**config.mk**
```make
export PLATFORM = sky130hd
export DESIGN_NAME = dvb_mod_top
export DESIGN_NICKNAME = d
export VERILOG_FILES = /design/src/design/dvb_mod_pkg.sv /design/src/design/stream_stage.sv /design/src/design/dvb_cfg_regs.sv /design/src/design/constellation_mapper.sv /design/src/design/symbol_interp2x.sv /design/src/design/dvb_mod_top.sv
export SDC_FILE = /design/constraint.sdc
export NUM_CORES = 1
export LEC_CHECK = 0
export BUFFER_PORTS_ARGS = -buffer_cell sky130_fd_sc_hd__buf_2
export CORE_ASPECT_RATIO = 0.9
export CORE_MARGIN = 10
export CORE_UTILIZATION = 58
export DETAILED_ROUTE_END_ITERATION = 16
export GPL_TIMING_DRIVEN = 0
export PLACE_DENSITY = 0.79
export SLEW_MARGIN = 25
export SYNTH_ARGS = -nofsm -noshare
export SYNTH_HDL_FRONTEND = slang
export SYNTH_SLANG_ARGS = --single-unit
export TNS_END_PERCENT = 5
```
**constraint.sdc**
```tcl
create_clock -name clk -period 3 [get_ports clk]
set_clock_uncertainty 0.15 [all_clocks]
set_input_delay 0.3 -clock clk [delete_from_list [all_inputs] [get_ports clk]]
set_output_delay 0.3 -clock clk [all_outputs]
set_load 0.01 [all_outputs]
```
**src/design/dvb_mod_pkg.sv**
```systemverilog
`default_nettype none

package dvb_mod_pkg;

	localparam int REG_DATA_BITS = 32;
	localparam int REG_ADDR_BITS = 4;
	localparam int REG_STRB_BITS = REG_DATA_BITS / 8;

	typedef logic [REG_DATA_BITS-1:0] reg_data_t;
	typedef logic [REG_ADDR_BITS-1:0] reg_addr_t;
	typedef logic [REG_STRB_BITS-1:0] reg_strb_t;

	typedef logic [7:0] ts_byte_t;
	typedef logic signed [15:0] sample_t;

	typedef struct packed {
		sample_t im; // upper half
		sample_t re; // lower half
	} iq_t;

	typedef enum logic {
		MOD_QPSK = 1'b0,
		MOD_APSK16 = 1'b1
	} mod_mode_t;

	// register map
	localparam reg_addr_t ADDR_MOD_MODE = 4'd0;
	localparam reg_addr_t ADDR_FREQ_INV = 4'd1;
	localparam reg_addr_t ADDR_BYTE_COUNT = 4'd2; // read only
	localparam reg_addr_t ADDR_SAMPLE_COUNT = 4'd3; // read only

	localparam mod_mode_t MOD_MODE_RESET = MOD_QPSK;
	localparam logic FREQ_INV_RESET = 1'b0;

	localparam logic [15:0] UNMAPPED_TAG = 16'hE000; // lower half carries raddr

	localparam sample_t QPSK_AMP = 16'sd11585; // ~ 16384 / sqrt(2)

	// 16APSK points on an outer ring of radius 14000 and an inner ring of radius 4900
	// symbols 0..11 sit on the outer ring, 12..15 on the inner ring
	localparam sample_t APSK16_RE [16] = '{
		16'sd9899, 16'sd9899, -16'sd9899, -16'sd9899,
		16'sd13523, 16'sd13523, -16'sd13523, -16'sd13523,
		16'sd3623, 16'sd3623, -16'sd3623, -16'sd3623,
		16'sd3465, 16'sd3465, -16'sd3465, -16'sd3465
	};

	localparam sample_t APSK16_IM [16] = '{
		16'sd9899, -16'sd9899, 16'sd9899, -16'sd9899,
		16'sd3623, -16'sd3623, 16'sd3623, -16'sd3623,
		16'sd13523, -16'sd13523, 16'sd13523, -16'sd13523,
		16'sd3465, -16'sd3465, 16'sd3465, -16'sd3465
	};

endpackage

`default_nettype wire

```
**src/design/stream_stage.sv**
```systemverilog
`timescale 1ns/100ps
`default_nettype none

module stream_stage #(
	parameter type payload_t = logic [7:0]
) (
	input wire clk,
	input wire hard_rst_n,

	input payload_t in_data,
	input wire in_valid,
	output logic in_ready,

	output payload_t out_data,
	output logic out_valid,
	input wire out_ready
);

	// accept when empty or when the held item leaves this cycle
	assign in_ready = !out_valid || out_ready;

	always_ff @(posedge clk) begin
		if (!hard_rst_n) begin
			out_valid <= 1'b0;
		end
		else begin
			if (in_valid && in_ready) begin
				out_valid <= 1'b1;
			end
			else if (out_ready) begin
				out_valid <= 1'b0; // drained
			end
		end
	end

	always_ff @(posedge clk) begin
		if (in_valid && in_ready) begin
			out_data <= in_data;
		end
	end

endmodule

`default_nettype wire

```
**src/design/dvb_cfg_regs.sv**
```systemverilog
`timescale 1ns/100ps
`default_nettype none

module dvb_cfg_regs (
	input wire clk,
	input wire hard_rst_n,

	input wire wen,
	input dvb_mod_pkg::reg_addr_t waddr,
	input dvb_mod_pkg::reg_data_t wdata,
	input dvb_mod_pkg::reg_strb_t wstrb,

	input wire ren,
	input dvb_mod_pkg::reg_addr_t raddr,
	output dvb_mod_pkg::reg_data_t rdata,

	input wire byte_fire,
	input wire sample_fire,

	output dvb_mod_pkg::mod_mode_t mod_mode,
	output logic freq_inv
);

	import dvb_mod_pkg::*;

	logic wr_pend; // staged write waiting to land
	reg_addr_t wr_addr;
	reg_data_t wr_data;
	reg_strb_t wr_strb;

	reg_data_t byte_count;
	reg_data_t sample_count;

	// write staging for one cycle
	always_ff @(posedge clk) begin
		if (!hard_rst_n) begin
			wr_pend <= 1'b0;
		end
		else begin
			wr_pend <= wen;
		end
	end

	always_ff @(posedge clk) begin
		if (wen) begin
			wr_addr <= waddr;
			wr_data <= wdata;
			wr_strb <= wstrb;
		end
	end

	// both config fields live in byte 0, so only that strobe matters
	always_ff @(posedge clk) begin
		if (!hard_rst_n) begin
			mod_mode <= MOD_MODE_RESET;
			freq_inv <= FREQ_INV_RESET;
		end
		else begin
			if (wr_pend && wr_strb[0]) begin
				case (wr_addr)
					ADDR_MOD_MODE: begin
						mod_mode <= mod_mode_t'(wr_data[0]);
					end
					ADDR_FREQ_INV: begin
						freq_inv <= wr_data[0];
					end
					default: begin
						// counters and unmapped space ignore writes
					end
				endcase
			end
		end
	end

	// activity counters wrap at 2^32
	always_ff @(posedge clk) begin
		if (!hard_rst_n) begin
			byte_count <= '0;
			sample_count <= '0;
		end
		else begin
			if (byte_fire) begin
				byte_count <= byte_count + 1'b1;
			end
			if (sample_fire) begin
				sample_count <= sample_count + 1'b1;
			end
		end
	end

	// registered read held until the next ren
	always_ff @(posedge clk) begin
		if (!hard_rst_n) begin
			rdata <= '0;
		end
		else begin
			if (ren) begin
				case (raddr)
					ADDR_MOD_MODE: rdata <= reg_data_t'(mod_mode);
					ADDR_FREQ_INV: rdata <= reg_data_t'(freq_inv);
					ADDR_BYTE_COUNT: rdata <= byte_count;
					ADDR_SAMPLE_COUNT: rdata <= sample_count;
					default: begin
						rdata <= {UNMAPPED_TAG, {(16 - REG_ADDR_BITS){1'b0}}, raddr};
					end
				endcase
			end
		end
	end

endmodule

`default_nettype wire

```
**src/design/constellation_mapper.sv**
```systemverilog
`timescale 1ns/100ps
`default_nettype none

module constellation_mapper (
	input wire clk,
	input wire hard_rst_n,

	input dvb_mod_pkg::mod_mode_t mod_mode,
	input wire freq_inv,

	input dvb_mod_pkg::ts_byte_t byte_data,
	input wire byte_valid,
	output logic byte_ready,

	output dvb_mod_pkg::iq_t sym_data,
	output logic sym_valid,
	input wire sym_ready
);

	import dvb_mod_pkg::*;

	logic busy;
	logic [1:0] sym_cnt; // symbols left after the current one
	ts_byte_t shreg; // msb end holds the current symbol bits
	mod_mode_t mode_q;
	logic inv_q;
	sample_t re_pt;
	sample_t im_pt;

	assign byte_ready = !busy;
	assign sym_valid = busy;

	always_ff @(posedge clk) begin
		if (!hard_rst_n) begin
			busy <= 1'b0;
			sym_cnt <= '0;
		end
		else begin
			if (byte_valid && byte_ready) begin
				busy <= 1'b1;
				sym_cnt <= (mod_mode == MOD_QPSK) ? 2'd3 : 2'd1;
			end
			else if (sym_valid && sym_ready) begin
				if (sym_cnt == 2'd0) begin
					busy <= 1'b0; // last symbol gone
				end
				sym_cnt <= sym_cnt - 1'b1;
			end
		end
	end

	// byte and settings are sampled together
	always_ff @(posedge clk) begin
		if (byte_valid && byte_ready) begin
			shreg <= byte_data;
			mode_q <= mod_mode;
			inv_q <= freq_inv;
		end
		else if (sym_valid && sym_ready) begin
			shreg <= (mode_q == MOD_QPSK) ? {shreg[5:0], 2'b00} : {shreg[3:0], 4'b0000};
		end
	end

	always_comb begin
		if (mode_q == MOD_QPSK) begin
			re_pt = shreg[7] ? -QPSK_AMP : QPSK_AMP;
			im_pt = shreg[6] ? -QPSK_AMP : QPSK_AMP;
		end
		else begin
			re_pt = APSK16_RE[shreg[7:4]];
			im_pt = APSK16_IM[shreg[7:4]];
		end
		// spectrum inversion by I/Q swap
		sym_data.re = inv_q ? im_pt : re_pt;
		sym_data.im = inv_q ? re_pt : im_pt;
	end

endmodule

`default_nettype wire

```
**src/design/symbol_interp2x.sv**
```systemverilog
`timescale 1ns/100ps
`default_nettype none

module symbol_interp2x (
	input wire clk,
	input wire hard_rst_n,

	input dvb_mod_pkg::iq_t sym_data,
	input wire sym_valid,
	output logic sym_ready,

	output dvb_mod_pkg::iq_t smp_data,
	output logic smp_valid,
	input wire smp_ready
);

	import dvb_mod_pkg::*;

	logic cur_valid; // holding a symbol not fully emitted
	logic mid_phase; // next sample is the midpoint
	logic have_prev;
	iq_t cur_sym;
	iq_t prev_sym;
	iq_t mid_sym;

	// floor((a + b) / 2) without overflow
	function automatic sample_t midpoint(sample_t a, sample_t b);
		logic [16:0] sum;
		sum = {a[15], a} + {b[15], b};
		return sample_t'(sum[16:1]);
	endfunction

	assign sym_ready = !cur_valid;
	assign smp_valid = cur_valid;

	assign mid_sym.re = midpoint(prev_sym.re, cur_sym.re);
	assign mid_sym.im = midpoint(prev_sym.im, cur_sym.im);
	assign smp_data = mid_phase ? mid_sym : cur_sym;

	always_ff @(posedge clk) begin
		if (!hard_rst_n) begin
			cur_valid <= 1'b0;
			mid_phase <= 1'b0;
			have_prev <= 1'b0;
		end
		else begin
			if (sym_valid && sym_ready) begin
				cur_valid <= 1'b1;
				mid_phase <= have_prev; // very first symbol goes out alone
			end
			else if (smp_valid && smp_ready) begin
				if (mid_phase) begin
					mid_phase <= 1'b0;
				end
				else begin
					cur_valid <= 1'b0;
					have_prev <= 1'b1;
				end
			end
		end
	end

	always_ff @(posedge clk) begin
		if (sym_valid && sym_ready) begin
			cur_sym <= sym_data;
		end
		if (smp_valid && smp_ready && !mid_phase) begin
			prev_sym <= cur_sym; // symbol itself delivered
		end
	end

endmodule

`default_nettype wire

```
**src/design/dvb_mod_top.sv**
```systemverilog
`timescale 1ns/100ps
`default_nettype none

module dvb_mod_top (
	input wire clk,
	input wire hard_rst_n,

	input wire wen,
	input dvb_mod_pkg::reg_addr_t waddr,
	input dvb_mod_pkg::reg_data_t wdata,
	input dvb_mod_pkg::reg_strb_t wstrb,
	input wire ren,
	input dvb_mod_pkg::reg_addr_t raddr,
	output dvb_mod_pkg::reg_data_t rdata,

	input dvb_mod_pkg::ts_byte_t ts_data,
	input wire ts_valid,
	output logic ts_ready,

	output dvb_mod_pkg::sample_t iq_re,
	output dvb_mod_pkg::sample_t iq_im,
	output logic iq_valid,
	input wire iq_ready
);

	import dvb_mod_pkg::*;

	mod_mode_t mod_mode;
	logic freq_inv;
	logic byte_fire;
	logic sample_fire;

	ts_byte_t byte_data;
	logic byte_valid;
	logic byte_ready;

	iq_t sym_data;
	logic sym_valid;
	logic sym_ready;

	iq_t smp_data;
	logic smp_valid;
	logic smp_ready;

	iq_t iq_out;

	assign byte_fire = ts_valid && ts_ready;
	assign sample_fire = iq_valid && iq_ready;
	assign iq_re = iq_out.re;
	assign iq_im = iq_out.im;

	dvb_cfg_regs u_regs (
		.clk(clk), .hard_rst_n(hard_rst_n),
		.wen(wen), .waddr(waddr), .wdata(wdata), .wstrb(wstrb),
		.ren(ren), .raddr(raddr), .rdata(rdata),
		.byte_fire(byte_fire), .sample_fire(sample_fire),
		.mod_mode(mod_mode), .freq_inv(freq_inv)
	);

	stream_stage #(.payload_t(ts_byte_t)) u_in_stage (
		.clk(clk), .hard_rst_n(hard_rst_n),
		.in_data(ts_data), .in_valid(ts_valid), .in_ready(ts_ready),
		.out_data(byte_data), .out_valid(byte_valid), .out_ready(byte_ready)
	);

	constellation_mapper u_mapper (
		.clk(clk), .hard_rst_n(hard_rst_n),
		.mod_mode(mod_mode), .freq_inv(freq_inv),
		.byte_data(byte_data), .byte_valid(byte_valid), .byte_ready(byte_ready),
		.sym_data(sym_data), .sym_valid(sym_valid), .sym_ready(sym_ready)
	);

	symbol_interp2x u_interp (
		.clk(clk), .hard_rst_n(hard_rst_n),
		.sym_data(sym_data), .sym_valid(sym_valid), .sym_ready(sym_ready),
		.smp_data(smp_data), .smp_valid(smp_valid), .smp_ready(smp_ready)
	);

	stream_stage #(.payload_t(iq_t)) u_out_stage (
		.clk(clk), .hard_rst_n(hard_rst_n),
		.in_data(smp_data), .in_valid(smp_valid), .in_ready(smp_ready),
		.out_data(iq_out), .out_valid(iq_valid), .out_ready(iq_ready)
	);

endmodule

`default_nettype wire

```
==> results.md <==
- Synthesized Nets: 1,132
- GP Congestion: 0.894
- WP data required: 3.10 ns
- Total die area: 24,000 um^2
- Mean post-synth cell area: 10.2 um^2
- Min-delay src: raddr[0]
- Worst setup margin: between 0.1 and 0.15 ns
- Rows: 46
- Starting Density: 59.4%
- CTS Buffer Depth: 3
- Slew of the pin with the lowest slew margin: 0.727 ns
- Grt total ovfl: 0
- Hold endpoint: u_regs.rdata[0]
- Rel. slew slack: 51.5%
- Worst min-delay path class: input pin to flop
- Async S/R FF share, synth: 0%
- Post-route DRC: 0
- Worst path bufs/invs: 2
- Port buffer count: 88
- Area share of the largest cell type after synthesis: 29.5%
- Slowest-stage cell, CP: a2111o_1
- EDFF count, synth: 104
- Area occupied by multi-input gates: 4860 um^2
- R2R Path End: u_out_stage.out_data[28]
- Placed cell count: approximately 1.4k
- Primary FF master, synth: dfxtp_1
- Critical path arrival: 2.99 ns
- Pwr Total: 6.85 mW
- Die height: 148 um
- YS warnings: 0
- Seq cells post-synth: about 210
- CP delay by family, top: compound AO/OA/AOI/OAI gates
- DR pass1 iterations: 5
- Fin cells: around 1.4k
- Finished Core Util: 69.1%
- Most frequent cells in the layout: dfxtp_1, edfxtp_1, buf_2
- Post-route cell area: 12,300 um^2
- Crit path largest cell delay: about 0.44 ns
- Crit Path Category: flop to flop
- H-tree depth: 1
- Core ar.: 17,800 um^2
- Power density cells: around 560 nW/um^2
- Status: complete, no violations
- Worst-path cell chain: inv_1 -> ha_1 -> inv_1 -> fa_2 -> a211oi_2 -> o21ai_1 -> or2_1 -> a2111o_1 -> a21o_1 -> a31o_1
- Flop-to-flop setup slack: 0.11 ns
- RSZ-0062 raised after global routing: no
- I/O pin cnt: 124
- Post-DP HPWL: 18,000 um
- Root Driver: clkbuf_16
- Wire per inst: 17.7 um
- Largest net degree at the start of global routing: 33
- Number of nets in the layout: 1,265
- Met1 usage: 27.8%
- Die Wd: 162 um
- GR Util met2: between 30% and 40%
- CP Launch Type: flop
- Tmin final: 2.89 ns
- Most common cell after layout, fill and taps aside: dfxtp_1
- Setup_tns: 0 ns
- Met3 Use GR: under 10%
- Number of max-cap violations: 0
- Synth area leader: edfxtp_1
- Filler cell count: 1,345
- Clk Latency, worst-skew pair: 0.51 ns
- Post-placement cell area: 11,300 um^2
- Hold Crit Depth: 3
- Fin Hold WS: 0.0339 ns
- Max Fclk: between 300 and 400 MHz
- Register area: 5270 um^2
- Period utilisation layout: 96.4%
- CP most frequent cell: inv_1
- CP endpoint kind: flop
- Depth of the most critical reg-to-reg path: 10
- FF-to-FF Start: u_interp.cur_sym[17]
- TritonCTS clock tree: built
- Area contributors post-synth: edfxtp_1, dfxtp_1, and2_1
- Static leakage: 4.65 nW
- Initial antenna violation count: 1
- Via count: 8,288
- Layout cells sized above 1: between 10% and 20%
- Distinct cell type count after synthesis: 73
- Hold Vio Cnt, Final: 0
- Worst VDD drop: between 0.0005 and 0.0006 V
- Cts bufs inserted: 23
- Slew Limit Fails: 0
- Gate Count Post-Synth: 1,041
- Critical path depth: 10
- Initial drt markers: 587
- First-pass GRT wire length: 41,500 um
- GRT Total Usage: between 20% and 30%
- Antenna-violating nets left: 0
- Total wire length: 25,300 um
- Pre-CTS WS: 0.0702 ns
- Top Usage Layer GRT: met2
- Via density: 5.79
- Final setup violating endpoints: 0
- CP max FO: 3
- Syn-to-layout area delta: 16.3%
- Vias in the first global route: 8,124
- Synthesized area: 10,600 um^2
- CTS clock-pin slew for the worst setup and hold paths: about 0.06 ns
- Post-synthesis sequential area ratio: 49.8%
- CTS Sinks: 211
[cell usage after synthesis, types with 29 or more instances]
cell type	count
o21ai_0	60
a21oi_1	45
a22oi_1	29
xnor2_1	39
nand2_1	78
nand3_1	29
dfxtp_1	107
edfxtp_1	104
nor2_1	38
inv_1	58
and2_1	68
ha_1	31
clkbuf_1	39
[worst reg2reg max path, delay by kind of cell, from the launching register on]
family,cells,cell delay [ns]
compound gates,5,1.15
buf+inv,2,0.15
simple gates,1,0.25
fa+ha+maj,2,0.54
flops,1,0.40
[what timing repair did]
| item | in CTS | in global routing |
|---|---|---|
| setup endpoints to repair | 0 | 3 |
| buffers inserted | 0 | 0 |
| resized for setup | 0 | 3 |
| hold endpoints to repair | 26 | 0 |
| hold buffers | 19 | 0 |
[layout make-up]
class / instances / area share (%)
Inverter: 60 / 1.83
Buffer: 55 / 1.91
Antenna cell: 1 / 0.0204
Clock inverter: 5 / 0.214
Clock buffer: 36 / 5.80
Timing Repair Buffer: 108 / 5.36
Sequential cell: 211 / 42.8
Multi-Input combinational cell: 715 / 39.6
Tap cell: 240 / 2.44
[kinds of logic (layout without fill, tap and decap cells)]
logic type	Yosys count	in the layout	synth area share [%]
flops	211	211	49.8
compound gates	272	272	16.9
buf+inv	115	264	4.34
fa+ha+maj	33	33	4.05
other cells	0	1	0
mux	25	25	2.47
xor+xnor	57	57	4.72
simple gates	328	328	17.7
[per-layer routing]
metal	vias up	wire length, um
met1	3918	11500
met2	299	11400
li1	4027	-
met4	0	616
met3	44	1800
met5	-	0
[sequential cells by signal (all words and copies together) (netlist names), 2 cells and up]
| name | cells |
|---|---|
| u_interp.prev_sym | 24 |
| u_mapper.shreg | 8 |
| u_regs.byte_count | 32 |
| u_in_stage.out_data | 8 |
| u_regs.sample_count | 32 |
| u_regs.wr_addr | 4 |
| u_interp.cur_sym | 24 |
| u_out_stage.out_data | 32 |
| u_regs.rdata | 32 |
| u_mapper.sym_cnt | 2 |
[worst max-delay path by stage]
stage                               end                  from
2_1_floorplan  u_out_stage.out_data[28]  u_interp.cur_sym[17]
3_3_place_gp       u_interp.prev_sym[9]    u_interp.mid_phase
3_5_place_dp   u_out_stage.out_data[28]  u_interp.cur_sym[17]
4_1_cts        u_out_stage.out_data[28]  u_interp.cur_sym[17]
5_1_grt        u_out_stage.out_data[28]  u_interp.cur_sym[17]
6_report       u_out_stage.out_data[28]  u_interp.cur_sym[17]
[report_power, final]
part	internal [mW]	switching [mW]	total (mW)
Sequential	3.18	0.0719	3.25
Clock	1.63	1.12	2.74
Combinational	0.332	0.516	0.848
Total	5.14	1.70	6.85
(Power assumes the default switching activity.)
